## src/hw/snoop_arb_consts.svh

```systemverilog
// sizing constants for the snoop request arbiter, included by the package and the rtl
`ifndef SNOOP_ARB_CONSTS_SVH
`define SNOOP_ARB_CONSTS_SVH

// ============================================================
// address and payload widths
// ============================================================

// physical address width of the ac channel
`define SNP_PA_WIDTH 40

// dependency vector widths, wmb above vb in the snq entry
`define SNP_WMB_DEPD_W 8
`define SNP_VB_DEPD_W 2

// ============================================================
// queue depths
// ============================================================

// snoop queue and cache/tlb maintenance queue
`define SNP_SNQ_ENTRIES 6
`define SNP_CTCQ_ENTRIES 6

// create order queue, must cover snq plus two ctcq transactions each
`define SNP_COQ_ENTRIES 18
`define SNP_COQ_PTR_W 5

// ac snoop code of a ctc request
`define SNP_CTC_CODE 4'b1111

`endif

```

## src/hw/snoop_arb_pkg.sv

```systemverilog
// packed struct types shared by the snoop arbiter rtl and its testbench
`include "snoop_arb_consts.svh"

package snoop_arb_pkg;

  // ============================================================
  // ac channel side
  // ============================================================

  // ac payload, held by the bus until ready
  typedef struct packed {
    logic [`SNP_PA_WIDTH-1:0] addr;
    logic [2:0]               prot;
    logic [3:0]               snoop;
  } ac_req_t;

  // admission conditions from the queues and the coherence unit
  typedef struct packed {
    logic snq_entry_empty;
    logic ctcq_entry_empty;
    logic create_permit;
    logic lm_stall;
  } snp_permit_t;

  // ============================================================
  // queue entry contents
  // ============================================================

  // snq entry, depd is wmb bits above vb bits
  typedef struct packed {
    logic [`SNP_WMB_DEPD_W+`SNP_VB_DEPD_W-1:0] depd;
    logic [3:0]                                 snoop_type;
    logic [`SNP_PA_WIDTH-1:0]                   addr;
    logic [2:0]                                 prot;
  } snq_entry_t;

  // ctcq entry, decoded from the first transaction address
  typedef struct packed {
    logic [5:0]                ctc_type;
    logic [`SNP_PA_WIDTH-17:0] asid_va;
    logic                      second_trans;
    logic [`SNP_PA_WIDTH-5:0]  va_pa;
  } ctcq_entry_t;

  // ============================================================
  // response side and activity
  // ============================================================

  // cr status, one order entry popped per accept
  typedef struct packed {
    logic snq_cr_valid;
    logic ctcq_cr_valid;
    logic ctcq_2_cmplt;
    logic resp_accept;
  } cr_stat_t;

  // activity flags feeding the ac empty indication
  typedef struct packed {
    logic snq_not_empty;
    logic sdb_not_empty;
    logic ctcq_not_empty;
  } snp_busy_t;

endpackage

```

## src/hw/snoop_admit.sv

```systemverilog
// admission logic for ac snoop requests: ready, create enables and queue entry fields
`include "snoop_arb_consts.svh"

module snoop_admit (
  input  logic                        ac_req,
  input  snoop_arb_pkg::ac_req_t      ac,
  input  snoop_arb_pkg::snp_permit_t  permit,
  input  logic [`SNP_WMB_DEPD_W-1:0]  wmb_depd,
  input  logic [`SNP_VB_DEPD_W-1:0]   vb_depd,
  input  snoop_arb_pkg::snp_busy_t    busy,
  output logic                        ac_ready,
  output logic                        snoop_create_en,
  output logic                        ctc_create_en,
  output logic                        ac_empty,
  output snoop_arb_pkg::snq_entry_t   snq_entry,
  output snoop_arb_pkg::ctcq_entry_t  ctcq_entry
);

  logic ctc_req;
  logic snp_req;
  logic snoop_aft_check;
  logic ctc_aft_check;
  logic snoop_active;

  // ============================================================
  // request classification
  // ============================================================

  // all four snoop bits set marks cache/tlb maintenance
  assign ctc_req = ac_req && (ac.snoop == `SNP_CTC_CODE);
  // anything else is a normal snoop
  assign snp_req = ac_req && !ctc_req;

  // ============================================================
  // ready and create enables
  // ============================================================

  // snq needs coherence unit idle, no load miss stall, free entry
  assign snoop_aft_check = snp_req
                        && permit.create_permit
                        && !permit.lm_stall
                        && permit.snq_entry_empty;

  // ctcq only needs its current entry free
  assign ctc_aft_check = ctc_req && permit.ctcq_entry_empty;

  // target queue must be free, stall and permit gate both kinds
  assign ac_ready = ((permit.snq_entry_empty && snp_req)
                  || (permit.ctcq_entry_empty && ctc_req))
                 && !permit.lm_stall
                 && permit.create_permit;

  // at most one of these per handshake
  assign snoop_create_en = snoop_aft_check && ac_ready;
  assign ctc_create_en   = ctc_aft_check && ac_ready;

  // ============================================================
  // idle indication
  // ============================================================

  // any pending request or queued work keeps the snoop path busy
  assign snoop_active = ac_req
                     || busy.snq_not_empty
                     || busy.sdb_not_empty
                     || busy.ctcq_not_empty;

  // used by the core to decide idle
  assign ac_empty = !snoop_active;

  // ============================================================
  // snq entry contents
  // ============================================================

  // depd from wmb/vb address match, only meaningful for snoops
  assign snq_entry = '{
    depd:       {wmb_depd, vb_depd},
    snoop_type: ac.snoop,
    addr:       ac.addr,
    prot:       ac.prot
  };

  // ============================================================
  // ctcq entry contents
  // ============================================================

  // type from addr[14:12], addr[6:5], addr[0]
  //   000 00 0 tlbi all, 000 00 1 tlbi va all
  //   000 01 0 tlbi asid all, 000 01 1 tlbi va asid
  //   010 00 0 ici all, 010 11 1 ici va
  // asid or va from upper address bits of the first transaction
  // va/pa field is taken when the second transaction arrives
  assign ctcq_entry = '{
    ctc_type:     {ac.addr[14:12], ac.addr[6:5], ac.addr[0]},
    asid_va:      ac.addr[`SNP_PA_WIDTH-1:16],
    second_trans: ac.addr[0],
    va_pa:        ac.addr[`SNP_PA_WIDTH-1:4]
  };

endmodule

```

## src/hw/snoop_order_tracker.sv

```systemverilog
// create order queue for snq and ctcq entries, selects the queue holding the oldest entry
`include "snoop_arb_consts.svh"

module snoop_order_tracker (
  input  logic                    snpcrtclk,
  input  logic                    cpurst_b,
  input  logic                    snoop_create_en,
  input  logic                    ctc_create_en,
  input  snoop_arb_pkg::cr_stat_t cr,
  output logic                    oldest_is_ctcq,
  output logic                    snq_advance,
  output logic                    ctcq_advance
);

  // last slot index, pointers wrap here
  localparam logic [`SNP_COQ_PTR_W-1:0] COQ_LAST = `SNP_COQ_ENTRIES - 1;
  localparam logic [`SNP_COQ_PTR_W-1:0] PTR_ONE  = 1;

  logic [`SNP_COQ_PTR_W-1:0]  coq_create_ptr;
  logic [`SNP_COQ_PTR_W-1:0]  coq_pop_ptr;
  // one bit per slot, 0 snq, 1 ctcq
  logic [`SNP_COQ_ENTRIES-1:0] create_order_source;
  logic                        coq_create_en;

  // ============================================================
  // create side
  // ============================================================

  assign coq_create_en = snoop_create_en || ctc_create_en;

  always_ff @(posedge snpcrtclk or negedge cpurst_b)
  begin
    if (!cpurst_b)
      coq_create_ptr <= '0;
    else if (coq_create_en)
    begin
      // slots 0..17
      if (coq_create_ptr == COQ_LAST)
        coq_create_ptr <= '0;
      else
        coq_create_ptr <= coq_create_ptr + PTR_ONE;
    end
  end

  // source kind recorded at the create pointer
  always_ff @(posedge snpcrtclk or negedge cpurst_b)
  begin
    if (!cpurst_b)
      create_order_source <= '0;
    else if (coq_create_en)
      create_order_source[coq_create_ptr] <= ctc_create_en;
  end

  // ============================================================
  // pop side
  // ============================================================

  // each accepted cr response retires one order entry
  always_ff @(posedge snpcrtclk or negedge cpurst_b)
  begin
    if (!cpurst_b)
      coq_pop_ptr <= '0;
    else if (cr.resp_accept)
    begin
      if (coq_pop_ptr == COQ_LAST)
        coq_pop_ptr <= '0;
      else
        coq_pop_ptr <= coq_pop_ptr + PTR_ONE;
    end
  end

  // head of the order queue
  assign oldest_is_ctcq = create_order_source[coq_pop_ptr];

  // snq entry done on its cr
  assign snq_advance  = cr.resp_accept && cr.snq_cr_valid;
  // ctcq entry stays while the second transaction is pending
  assign ctcq_advance = cr.resp_accept && cr.ctcq_cr_valid && !cr.ctcq_2_cmplt;

endmodule

```

## src/hw/oldest_index_ring.sv

```systemverilog
// rotating one-hot oldest entry pointer of one queue, masked by the order selection
module oldest_index_ring #(
  parameter int ENTRIES = 6
) (
  input  logic               snpcrtclk,
  input  logic               cpurst_b,
  input  logic               advance,
  input  logic               select,
  output logic [ENTRIES-1:0] oldest_index
);

  // entry 0 is oldest out of reset
  localparam logic [ENTRIES-1:0] FIRST_ENTRY = ENTRIES'(1);

  logic [ENTRIES-1:0] oldest_ptr;

  // ============================================================
  // one-hot rotation
  // ============================================================

  // move toward higher entries, top wraps to bit 0
  always_ff @(posedge snpcrtclk or negedge cpurst_b)
  begin
    if (!cpurst_b)
      oldest_ptr <= FIRST_ENTRY;
    else if (advance)
      oldest_ptr <= {oldest_ptr[ENTRIES-2:0], oldest_ptr[ENTRIES-1]};
  end

  // ============================================================
  // masked output
  // ============================================================

  // only shown when this queue holds the globally oldest entry
  assign oldest_index = oldest_ptr & {ENTRIES{select}};

endmodule

```

## src/hw/snoop_req_arbiter.sv

```systemverilog
// top level of the lsu snoop request arbiter, admission plus create order tracking
`include "snoop_arb_consts.svh"

module snoop_req_arbiter (
  input  logic                         snpcrtclk,
  input  logic                         cpurst_b,
  // ac channel
  input  logic                         ac_req,
  input  snoop_arb_pkg::ac_req_t       ac,
  output logic                         ac_ready,
  // admission conditions and dependency info
  input  snoop_arb_pkg::snp_permit_t   permit,
  input  logic [`SNP_WMB_DEPD_W-1:0]   wmb_depd,
  input  logic [`SNP_VB_DEPD_W-1:0]    vb_depd,
  input  snoop_arb_pkg::snp_busy_t     busy,
  // cr response side
  input  snoop_arb_pkg::cr_stat_t      cr,
  // queue create interface
  output logic                         snoop_create_en,
  output logic                         ctc_create_en,
  output snoop_arb_pkg::snq_entry_t    snq_entry,
  output snoop_arb_pkg::ctcq_entry_t   ctcq_entry,
  // low power idle
  output logic                         ac_empty,
  // oldest entry per queue for response return
  output logic [`SNP_SNQ_ENTRIES-1:0]  snq_oldest_index,
  output logic [`SNP_CTCQ_ENTRIES-1:0] ctcq_oldest_index
);

  logic oldest_is_ctcq;
  logic snq_advance;
  logic ctcq_advance;

  // ============================================================
  // admission and entry build
  // ============================================================

  snoop_admit admit_inst (
    .ac_req          (ac_req),
    .ac              (ac),
    .permit          (permit),
    .wmb_depd        (wmb_depd),
    .vb_depd         (vb_depd),
    .busy            (busy),
    .ac_ready        (ac_ready),
    .snoop_create_en (snoop_create_en),
    .ctc_create_en   (ctc_create_en),
    .ac_empty        (ac_empty),
    .snq_entry       (snq_entry),
    .ctcq_entry      (ctcq_entry)
  );

  // ============================================================
  // create order and oldest pointers
  // ============================================================

  snoop_order_tracker order_inst (
    .snpcrtclk       (snpcrtclk),
    .cpurst_b        (cpurst_b),
    .snoop_create_en (snoop_create_en),
    .ctc_create_en   (ctc_create_en),
    .cr              (cr),
    .oldest_is_ctcq  (oldest_is_ctcq),
    .snq_advance     (snq_advance),
    .ctcq_advance    (ctcq_advance)
  );

  // snq shown when the head entry is not ctcq
  oldest_index_ring #(.ENTRIES(`SNP_SNQ_ENTRIES)) snq_ring (
    .snpcrtclk    (snpcrtclk),
    .cpurst_b     (cpurst_b),
    .advance      (snq_advance),
    .select       (!oldest_is_ctcq),
    .oldest_index (snq_oldest_index)
  );

  oldest_index_ring #(.ENTRIES(`SNP_CTCQ_ENTRIES)) ctcq_ring (
    .snpcrtclk    (snpcrtclk),
    .cpurst_b     (cpurst_b),
    .advance      (ctcq_advance),
    .select       (oldest_is_ctcq),
    .oldest_index (ctcq_oldest_index)
  );

endmodule

```

## config.mk

```make
export PLATFORM = sky130hd
export DESIGN_NAME = snoop_req_arbiter
export DESIGN_NICKNAME = d
export VERILOG_FILES = /design/src/hw/snoop_arb_pkg.sv /design/src/hw/snoop_admit.sv /design/src/hw/snoop_order_tracker.sv /design/src/hw/oldest_index_ring.sv /design/src/hw/snoop_req_arbiter.sv
export VERILOG_INCLUDE_DIRS = /design/src /design/src/hw
export SDC_FILE = /design/constraint.sdc
export NUM_CORES = 1
export LEC_CHECK = 0
export BUFFER_PORTS_ARGS = -buffer_cell sky130_fd_sc_hd__buf_2
export CORE_ASPECT_RATIO = 1.2
export CORE_MARGIN = 3
export CORE_UTILIZATION = 40
export CTS_CLUSTER_DIAMETER = 50
export CTS_CLUSTER_SIZE = 30
export DETAILED_ROUTE_END_ITERATION = 6
export PLACE_DENSITY = 0.84
export SYNTH_ARGS = -nofsm -noshare
export SYNTH_HDL_FRONTEND = slang
export SYNTH_HIERARCHICAL = 1
export SYNTH_SLANG_ARGS = --single-unit
```

## constraint.sdc

```tcl
create_clock -name snpcrtclk -period 6 [get_ports snpcrtclk]
set_input_delay 1.2 -clock snpcrtclk [delete_from_list [all_inputs] [get_ports snpcrtclk]]
set_output_delay 1.2 -clock snpcrtclk [all_outputs]
set_load 0.01 [all_outputs]
```

==> metrics list, run 1 <==
- Final wirelength: 6.36 mm
* Startpoint of the most critical register-to-register path: order_inst/coq_create_ptr[1]
- Non-Filler Instances: 324
- 0 antenna diodes ended up in the layout.
- Post-Route Skew: 8.63 ps
- The first TritonRoute pass finished after 4 iterations.
- Cells traversed along the worst timing path: mux4_1, mux2i_1, nor3b_1, a211o_1, inv_1, and2_1, buf_2
- Along the worst path, the maximum fanout reaches 10.
- The mapped netlist covers 3060 um2.
- Dividing the detail-routed wire length by the instance count gives 19.6 um.
- Synthesized instance count: 326
* Design Power: 0.664 mW
- Setup violations, final: 0
- Mean area per synthesized cell: 9.38 um2
* CTS clk-pin slew, worst paths: 80 ps
* Critical path's top delay family: multiplexers
- The worst hold path belongs to the class register to register.
- Total non-filler cell area in the finished layout: 2450 um2
* TritonCTS clock tree: yes
- The path with the worst hold slack has its endpoint at order_inst/create_order_source[16].
* Number of nets with antenna violations after detailed routing: 0
- Post-synth top area cell: sky130_fd_sc_hd__dfrtp_1
- Register-to-Register Setup Slack: roughly 4400 ps
- Sorting the synthesized cells by area gives the leading types as sky130_fd_sc_hd__dfrtp_1, sky130_fd_sc_hd__buf_4, sky130_fd_sc_hd__o21ai_0.
- Number of buffers added to fix hold violations after cts: 0
- For this design, the slowest cell found on the critical path is sky130_fd_sc_hd__mux4_1.
- Area of the core: 7360 um2
- The die is 85.8 um wide.
- Of the post-synthesis cell area, the dominant cell type holds 31.1%.
- Clk_lat worst skew: 290 ps
- Total clock buffers created by CTS: 5
- TritonCTS Sinks: 40
* H-tree depth: 2
- Worst vdd rail ir drop: 0.139 mV
* Count of placed standard cells including taps: 316
- Starting density of the core: 41.6%
* Count of standard-cell rows: 34
- The area growth from synthesis to layout is -20.0%.
- DRC violation count after routing: 0
- Across the run, the number of max-cap violations was 0.
- Worst rel slew slack: 40.9%
* Count of cells along the worst hold path: 2
- Data on the critical path is required at its endpoint by 4800 ps.
- The tree is rooted in a sky130_fd_sc_hd__clkbuf_8.
- The worst register-to-register path ends at order_inst/create_order_source[17].
- The number of antenna violations at the first check in global routing is 0.
- Number of port buffers: 37
* Final Cycle Share: 61.1%
- The worst setup path is captured at a primary output.
* Launching element type of the critical path: register
- Highest-count cells in the layout ignoring fill and taps: sky130_fd_sc_hd__dfrtp_1, sky130_fd_sc_hd__buf_2, sky130_fd_sc_hd__o21ai_0
* Final TNS setup: 0 ps
* Number of distinct library cells after synthesis: 38
- The final route contains approximately 1700 vias.
* Share of layout cells above drive strength 1: between 20% and 30%
- After legalization and detailed placement, the total HPWL measured 5.07 mm.
- At the end of the flow the core is filled with cells to 33.2%.
- Final number of max-transition violations: 0
- The die covers ~8700 um2.
* Count of state elements after synthesis: 40
- 211 I/O pins were placed.
* DIE HEIGHT: a little over 100 um
- The number of buffers and inverters on the critical path is 2.
- The number of nets in the synthesized netlist is 403.
- Reg2Reg Depth: 6
- Transition time of the tightest slew-check pin: between 800 and 900 ps
- The analysis attributes to cell leakage a power of 1.17 nW.
* Routability Congestion: 0.855
- The number of gates resized after CTS was 0.
- Part of the Yosys area used for sequential elements: 32.8%
* Total gr overflow: 0
* Final hold vios: 0
- Summing all placed instances gives a cell area of 2350 um2.
* Iter 0 DRT Violations: 112
- Setup repair after global routing left no endpoint under its margin.
- Final Critical Period: 3670 ps
- Setup slack of the critical path after layout: 2330 ps
- Post-CTS setup buffers: 0
- Min-Delay Startpoint: order_inst/create_order_source[16]
* All-layer global routing usage: 15.2%
- Before CTS, the worst setup slack after placement is 2580 ps.
* Via count of the first global-routing pass: between 1500 and 2000
* Total power per unit cell area: 272 nW/um2
* Commonest non-fill, non-tap cell in the layout: sky130_fd_sc_hd__dfrtp_1
* Status: complete, no violations
* Pin count of the biggest net entering global routing: slightly above 40
* Highest clock rate: between 200 and 300 MHz
* Post-layout net count: 310
- Kind of critical path: register to primary output
- For this run, the number of Yosys warnings is 6.
- On the worst path, the slowest cell contributes a delay of between 600 and 700 ps.
* Worst hold margin: 496 ps
* Crit path DAT: roughly 2500 ps
- Drt via density: about 5.4
- First-pass GRT wire length: 10.0 mm
- The clock passes through at most 2 buffers.
[Yosys cell counts (all sizes together)]
master and count:
nor2 10, a21oi 1, nand4b 2, and3 3, nand3b 3, nor4 1, inv 5, o31a 1
o221ai 1, nand3 3, a211o 1, nand4 5, o21ai 36, dfstp 2, a21o 1, o22ai 2
buf 129, or3b 1, mux2 13, nor3 2, and2 13, a31oi 1, and4 1, clkbuf 8
ha 6, nor3b 1, or2 1, nand2 21, a22o 1, xnor2 2, mux2i 5, dfrtp 38
mux4 3, or3 3
[tightest hold or removal path, stage by stage, from the launching register on]
cell and delay (ps):
sky130_fd_sc_hd__dfrtp_1 370, sky130_fd_sc_hd__nand2_1 50, sky130_fd_sc_hd__nand2_1 40
[cell families (layout without fill, tap and decap cells)]
logic type               count (synthesis)  after routing  share of synthesized area [%]
flip-flops                              40             40                           32.8
AO/OA/AOI/OAI                           45             45                           8.06
buffers and inverters                  142             50                           33.5
AND/OR/NAND/NOR                         70             70                           12.2
multiplexers                            21             21                           10.5
adder cells (fa/ha/maj)                  6              6                           2.45
XOR/XNOR                                 2              2                          0.573
[sequential cells by signal, summed over array words and instances, names as in the netlist]
name and flops:
ctcq_ring/oldest_ptr 6, snq_ring/oldest_ptr 6, order_inst/coq_pop_ptr 5, order_inst/coq_create_ptr 5, order_inst/create_order_source 18
[worst max path at each step]
stage	cells after the start	startpoint	slack, ps	endpoint
after floorplan	7	order_inst/coq_pop_ptr[0]	3000	snq_oldest_index[0]
after global placement	4	ac[1]	2610	snoop_create_en
after detailed placement	4	ac[1]	2580	snoop_create_en
after CTS	7	order_inst/coq_pop_ptr[0]	2320	snq_oldest_index[2]
after global routing	7	order_inst/coq_pop_ptr[0]	2130	snq_oldest_index[2]
final	7	order_inst/coq_pop_ptr[0]	2330	snq_oldest_index[2]
[power by group]
group          internal [mW]  switching [mW]  total [mW]
Clock                 0.0935          0.0920       0.185
Combinational         0.0560          0.0771       0.133
Sequential             0.296          0.0502       0.346
Total                  0.445           0.219       0.664
[cell type report]
cell class,count,area (um2)
fill,735,4910
inverter,5,18.8
clock buffer,7,86.3
sequential,40,1000
multi-input combinational,144,1030
clock inverter,1,7.51
timing repair buffer,37,185
tap,90,113
[per-layer routing]
metal | vias up | routed length [um] | GRT usage [%]
met2 | 153 | 3030 | 24.0
met3 | 19 | 1160 | 11.3
met4 | 0 | 221 | 7.31
met5 | - | 0 | 0
met1 | 796 | 1960 | 14.8
li1 | 777 | - | -
Power figures use the tool's default switching activity.
==> run 2, diff against run 1 <==
==> constraint.sdc (replaced) <==
create_clock -name snpcrtclk -period 3.8 [get_ports snpcrtclk]
set_input_delay 0.76 -clock snpcrtclk [delete_from_list [all_inputs] [get_ports snpcrtclk]]
set_output_delay 0.76 -clock snpcrtclk [all_outputs]
set_load 0.01 [all_outputs]
==> run 2 against run 1 <==
Compared with the run above: highest routed layer unchanged; non-clock buffer count increased by 2; power increased by 56%; clock-buffer cell count decreased by 2; critical endpoint is now snq_oldest_index[5]; utilization about the same; hold slack improved by 8.3 ps; flip-flop and latch count unchanged; register-to-register slack got worse by 2200 ps; sequential power increased by 59%; worst setup slack got worse by 1700 ps; first-iteration DRC count decreased by 18%; final area increased by 0.10%; clock skew increased by 0.81 ps.
==> metrics list, run 2 (synthesis results as in run 1) <==
- All-layer global routing usage: 14.9% (-0.36 points)
- The count of buffers inserted at the top-level ports is 37 (unchanged).
* DIE HEIGHT: 102 um (unchanged)
- Transition time of the tightest slew-check pin: 873 ps (-13.5 ps)
- Worst hold-check path type: register to register
* Unrepaired setup endpoints after global routing: no
* Via Count: 1719 (-1.5%)
- WL/cell: 19.8 um (+0.90%)
* Setup violations, final: 0 (unchanged)
- The net switching component of the power came to 0.358 mW (+63%).
* Part of the total power dissipated in combinational logic: 21.4% (+1.4 points)
- More flip-flops sit in one register than any other, and that register is order_inst/create_order_source.
* Cells traversed along the worst timing path: mux4_1, mux2i_1, nor3b_1, a211o_1, inv_1, and2_1, buf_2
* TritonCTS clock tree: yes
- Switching power as a share of total power: 34.4% (+1.4 points)
- The arrival time at the worst endpoint came to 2440 ps (-30 ps).
- I/O pin count: 211 (unchanged)
* H-tree depth: 2 (unchanged)
* Final hold vios: 0 (unchanged)
- Filler cell count in the final layout: 743 (+1.1%)
* Clock Power Share: 25.7% (-2.2 points)
- The library cells used most frequently in the layout, excluding fill and tap cells, are sky130_fd_sc_hd__dfrtp_1, sky130_fd_sc_hd__buf_2, sky130_fd_sc_hd__o21ai_0.
- The clock insertion delay at the later pin of the skew report came to 300 ps (about the same).
* Detailed Place HPWL: 5.14 mm (+1.4%)
- Via count of the first global-routing pass: 1709 (-0.64%)
- The largest registers in the layout are order_inst/create_order_source (18), ctcq_ring/oldest_ptr (6), snq_ring/oldest_ptr (6).
* Overall die area: 8740 um2 (unchanged)
- Total clock buffers created by CTS: 5 (unchanged)
- The setup fix buffers added after clock tree synthesis was 0 (unchanged).
- The net total in the final layout came to 312 (+0.65%).
- The tree is rooted in a sky130_fd_sc_hd__clkbuf_8.
* Highest clock rate: 313 MHz
- After layout, the minimum clock period comes to 3200 ps.
- Die X: 85.8 um (unchanged)
* Iter 0 DRT Violations: 92 (-18%)
* Worst rel slew slack: 41.8% (+0.90 points)
- Detailed-router iteration count before antenna repair: 4 (unchanged)
- Launching element type of the critical path: register
* Number of buffers added to fix hold violations after cts: 0 (unchanged)
* Post-CTS Resized: 0 (unchanged)
- Cell type of the slowest stage on the worst timing path: sky130_fd_sc_hd__mux4_1
- The library cell used most frequently in the layout, excluding fill and tap cells, is sky130_fd_sc_hd__dfrtp_1.
- Internal power component: 0.682 mW (+53%)
* Leakage power of the design: 1.18 nW (+0.54%)
- The average via count per standard cell came to 5.29 (-1.8%).
- Final wirelength: 6.44 mm (+1.2%)
* Post-Route Skew: 9.45 ps (+0.814 ps)
* CTS clk-pin slew, worst paths: 80 ps (about the same)
* Share of layout cells above drive strength 1: 27.2% (+0.74 points)
- The worst setup path is captured at a primary output.
- Number of nets with antenna violations after detailed routing: 0 (unchanged)
* Critical Path Max Stage Delay: 590 ps (-30 ps)
- The number of rows in the core area was 34 (unchanged).
* TritonCTS Sinks: 40 (unchanged)
- Worst-path fanout max: 10 (unchanged)
- Final TNS setup: 0 ps (unchanged)
* Status: complete, no violations
- The critical path is of the register to primary output type.
- The worst-case vdd ir drop came to 0.219 mV (+57%).
* Routability Congestion: 0.890 (+4.2%)
- The max-cap check violation count came to 0 (unchanged).
* Critical path's top delay family: multiplexers
- Area overhead of the layout relative to synthesis: -20.0%
- The data required time at the worst endpoint is 3040 ps (-1760 ps).
- DRC violation count after routing: 0 (unchanged)
- Sequential share of power: 52.9% (+0.8 points)
- Dividing the final minimum period by the clock period gives 84.1%.
* Initial antenna violation count: 0 (unchanged)
- The number of buffers on the longest clock path came to 2 (unchanged).
- The core area is 7360 um2 (unchanged).
- The initial standard-cell utilization of the core was 41.6% (unchanged).
- Total inserted antenna cells: 0 (unchanged)
- The remaining global-route overflow is 0 (unchanged).
- The number of flip-flops under the largest register name came to 18 (unchanged).
- Core Util, Final: 33.3% (+0.034 points)
* Final number of max-transition violations: 0 (unchanged)
* Buffers & Inverters on Critical Path: 2 (unchanged)
* Total power per unit cell area: 425 nW/um2 (+56%)
- First-pass GRT wire length: 9.74 mm (-2.7%)
- Pin count of the biggest net entering global routing: 41 (unchanged)
==> run 2: cell count changes in the layout (fill, tap and decap cells not counted) <==
| cell | delta |
|---|---|
| sky130_fd_sc_hd__clkbuf_8 | -1 |
| sky130_fd_sc_hd__clkinv_2 | +1 |
| sky130_fd_sc_hd__clkbuf_1 | -1 |
| sky130_fd_sc_hd__buf_4 | +2 |
==> run 2: worst paths after layout <==
kind	slack, ps	from	end	cells after the start
worst max-delay path	600	order_inst/coq_pop_ptr[0]	snq_oldest_index[5]	7
worst min-delay path	500	order_inst/create_order_source[16]	order_inst/create_order_source[16]	2
worst max register to register	2220	order_inst/coq_create_ptr[1]	order_inst/create_order_source[17]	6
worst min register to register	500	order_inst/create_order_source[16]	order_inst/create_order_source[16]	2
max in group asynchronous	2670	cpurst_b	snq_ring/oldest_ptr[5]	1
min in group asynchronous	580	cpurst_b	order_inst/create_order_source[2]	1
==> run 2: tightest hold or removal path: stages, from the launching register on <==
cell and delay [ps]:
sky130_fd_sc_hd__dfrtp_1 370, sky130_fd_sc_hd__nand2_1 60, sky130_fd_sc_hd__nand2_1 50
==> run 2: power by group through the flow <==
stage	logic (mW)	clock network, mW	registers [mW]
global route	0.248	0.298	0.561
floorplan	0.342	0	0.503
finish	0.223	0.267	0.550
global placement	0.211	0	0.550
CTS	0.223	0.276	0.547
detailed placement	0.222	0	0.556
==> run 2: through the flow <==
step / cell area (um2) / total power, mW / worst slack [ps] / hold slack (ps) / cells
2_1_floorplan: 3060 / 0.845 / 1240 / 430 / 326
3_3_place_gp: 2370 / 0.760 / 999 / 481 / 318
3_5_place_dp: 2370 / 0.778 / 916 / 493 / 318
4_1_cts: 2450 / 1.05 / 582 / 510 / 325
5_1_grt: 2450 / 1.11 / 436 / 525 / 325
6_report: 2450 / 1.04 / 604 / 505 / 325
==> run 2: area by class of cell <==
| cell class | instances | area (um2) | area share [%] |
|---|---|---|---|
| multi-input combinational | 144 | 1030 | 42.2 |
| sequential | 40 | 1000 | 41.0 |
| timing repair buffer | 39 | 200 | 8.18 |
| clock inverter | 2 | 12.5 | 0.511 |
| clock buffer | 5 | 68.8 | 2.81 |
| tap | 90 | 113 | 4.60 |
| inverter | 5 | 18.8 | 0.766 |
==> run 2: layer usage <==
| layer | vias up | part of all wire, % | global-route usage [%] |
|---|---|---|---|
| met3 | 16 | 18 | 11.7 |
| li1 | 778 | - | - |
| met5 | - | 0 | 0 |
| met2 | 151 | 50 | 26.0 |
| met4 | 0 | 2.2 | 5.24 |
| met1 | 774 | 30 | 12.7 |
==> run 3, diff against run 2 <==
--- a/config.mk
+++ b/config.mk
@@ -9,7 +9,7 @@
 export BUFFER_PORTS_ARGS = -buffer_cell sky130_fd_sc_hd__buf_2
 export CORE_ASPECT_RATIO = 1.2
 export CORE_MARGIN = 3
-export CORE_UTILIZATION = 40
+export CORE_UTILIZATION = 38
 export CTS_CLUSTER_DIAMETER = 50
 export CTS_CLUSTER_SIZE = 30
 export DETAILED_ROUTE_END_ITERATION = 6
==> constraint.sdc (replaced) <==
create_clock -name snpcrtclk -period 2.7 [get_ports snpcrtclk]
set_input_delay 0.54 -clock snpcrtclk [delete_from_list [all_inputs] [get_ports snpcrtclk]]
set_output_delay 0.54 -clock snpcrtclk [all_outputs]
set_load 0.01 [all_outputs]
==> run 3 against run 2 <==
Compared with the run above: cell count increased by 1.5%; worst setup slack worse by 570 ps; global-route usage down 0.44 points; via count rose by 1.6%; utilization is 0.95 points lower; non-clock buffer count grew 2; combinational power up 43%; clock skew down 2.8 ps; critical path type unchanged; critical endpoint is now snq_oldest_index[3]; largest cell class unchanged.
==> metrics list, run 3 (synthesis results as in run 1) <==
- TritonCTS Sinks: 40 (unchanged)
- The final number of max-transition violations was 0 (unchanged).
- The setup TNS came to 0 ps (unchanged).
- Cells traversed along the worst timing path: mux4_2, mux2i_1, nor3b_1, a211o_1, inv_2, and2_1, buf_2
* Routability Congestion: 0.864 (-3.0%)
* Highest-count cells in the layout ignoring fill and taps: sky130_fd_sc_hd__dfrtp_1, sky130_fd_sc_hd__buf_2, sky130_fd_sc_hd__o21ai_0
* Kind of critical path: register to primary output
- Area overhead of the layout relative to synthesis: -18.1%
- The number of buffers on the longest clock path was 2 (unchanged).
* Required time of the worst setup path: 2160 ps (-880 ps)
- The detailed-route DRC error count was 0 (unchanged).
- Share of layout cells above drive strength 1: 31.1% (+3.9 points)
- Total power per unit cell area: 627 nW/um2 (+48%)
- Number of flip-flops under the largest register name: 18 (unchanged)
* Clock root cell: sky130_fd_sc_hd__clkbuf_8
* H-tree depth: 2 (unchanged)
- The largest fanout on the critical path is 7 (-3).
- The total number of vias came to 1747 (+1.6%).
- Count of standard-cell rows: 35 (+2.9%)
- Non-Filler Instances: 330 (+1.5%)
- The largest registers in the layout are order_inst/create_order_source (18), ctcq_ring/oldest_ptr (6), snq_ring/oldest_ptr (6).
* Pin count of the biggest net entering global routing: 41 (unchanged)
- Final Cycle Share: between 90 and 100%
- More flip-flops sit in one register than any other, and that register is order_inst/create_order_source.
* Clk_lat worst skew: 290 ps (about the same)
* WL/cell: 20.0 um (+1.2%)
- Setup repair after global routing could not meet its margin everywhere.
* Via count of the first global-routing pass: 1757 (+2.8%)
* Leakage power of the design: 1.19 nW (+0.54%)
- The arrival time at the worst endpoint was 2130 ps (-310 ps).
* Detailed-router iteration count before antenna repair: 5 (+1)
- Critical Path Max Stage Delay: 510 ps (-80 ps)
* Count of placed standard cells including taps: 321 (+0.94%)
- Post-Route Skew: 6.66 ps (-2.79 ps)
- The remaining global-route overflow came to 0 (unchanged).
- Drt via density: 5.29 (about the same)
* Worst vdd rail ir drop: 0.256 mV (+17%)
- The count of buffers inserted at the top-level ports came to 37 (unchanged).
- TritonCTS clock tree: yes
* All-layer global routing usage: 14.4% (-0.44 points)
* Final hold vios: 0 (unchanged)
* Transition time of the tightest slew-check pin: 872 ps (-1.48 ps)
- The worst setup path is launched from a register.
* Max capacitance violation total: 0 (unchanged)
* Final Critical Period: approximately 2700 ps
* Overall die area: 9170 um2 (+4.9%)
- Area of the core: 7750 um2 (+5.3%)
- The utilization of the core after routing is 32.3% (-0.95 points).
* Status: complete, no violations
- DIE HEIGHT: 104 um (+2.4%)
* Commonest non-fill, non-tap cell in the layout: sky130_fd_sc_hd__dfrtp_1
- The number of buffers created by CTS is 5 (unchanged).
- Total non-filler cell area in the finished layout: 2500 um2 (+2.3%)
* First-pass GRT wire length: 10.0 mm (+3.2%)
- CTS clk-pin slew, worst paths: 80 ps (about the same)
- The placed wire-length estimate after detailed placement came to 5.33 mm (+3.7%).
* Starting density of the core: 39.5% (-2.1 points)
- Crit path capture type: primary output
* Number of nets with antenna violations after detailed routing: 0 (unchanged)
* Cell type of the slowest stage on the worst timing path: sky130_fd_sc_hd__mux4_2
* Worst hold-check path type: input port to async pin
- The worst slew slack as a fraction of its limit is 41.9% (+0.099 points).
- The chip width is 87.9 um (+2.4%).
- The boundary pin count was 211 (unchanged).
- The number of antenna diodes is 0 (unchanged).
- Post-layout net count: 314 (+0.64%)
- Number of buffers added to fix hold violations after cts: 0 (unchanged)
- The total placed instance area was 2380 um2 (+0.42%).
* Setup violations, final: 0 (unchanged)
- The number of antenna violations at the first check in global routing is 0 (unchanged).
* Final wirelength: 6.62 mm (+2.8%)
- The first-iteration detailed-routing DRC count came to 92 (unchanged).
* Highest clock rate: 375 MHz
run 3: worst paths after layout:
| check | startpoint | to | slack [ps] | cells after the start |
|---|---|---|---|---|
| max in group asynchronous | cpurst_b | order_inst/coq_pop_ptr[0] | 1750 | 1 |
| min in group snpcrtclk | order_inst/create_order_source[16] | order_inst/create_order_source[16] | 510 | 2 |
| max reg2reg | order_inst/coq_create_ptr[1] | order_inst/create_order_source[17] | 1070 | 6 |
| min reg2reg | order_inst/create_order_source[16] | order_inst/create_order_source[16] | 510 | 2 |
| max | order_inst/coq_pop_ptr[0] | snq_oldest_index[3] | 30 | 7 |
| min | cpurst_b | ctcq_ring/oldest_ptr[5] | 360 | 1 |
run 3: power breakdown:
group / total (mW) / internal (mW) / switching, mW
combinational: 0.318 / 0.132 / 0.186
clock: 0.482 / 0.273 / 0.209
sequential: 0.772 / 0.657 / 0.114
total: 1.57 / 1.06 / 0.509
run 3: layout make-up:
class / count / area (um2)
fillers: 766 / 5250
multi-input cells: 144 / 1030
flip-flops and latches: 40 / 1000
repair buffers: 41 / 221
well taps: 92 / 115
clock buffers: 5 / 68.8
clock inverters: 3 / 42.5
inverters: 5 / 18.8
run 3: repair_timing:
action	in CTS	in global routing
pin swaps	1	0
gates resized for setup	8	1
buffers inserted	1	0
endpoints found under the setup margin	12	6
gates cloned	0	0
run 3: critical path, delay by kind of cell, from the launching register on:
family,cells,cell delay (ps)
simple gates,2,190
compound gates,1,300
buf+inv,2,230
flops,1,420
mux,2,680
run 3: routing by layer:
metal	global-route usage [%]	vias to the layer above	share of wire [%]	wire length [um]
li1	-	777	-	-
met1	13.1	810	30	1990
met2	24.0	144	50	3310
met3	11.3	16	18	1170
met4	4.93	0	2.2	146
met5	0	-	0	0
run 3: metrics by stage:
stage               setup slack (ps)  hold WS, ps  power (mW)
floorplan                        361          244        1.19
global placement                 239          483        1.07
detailed placement               135          492        1.09
CTS                             8.12          378        1.58
global route                   -77.8          435        1.67
finish                          34.9          359        1.57
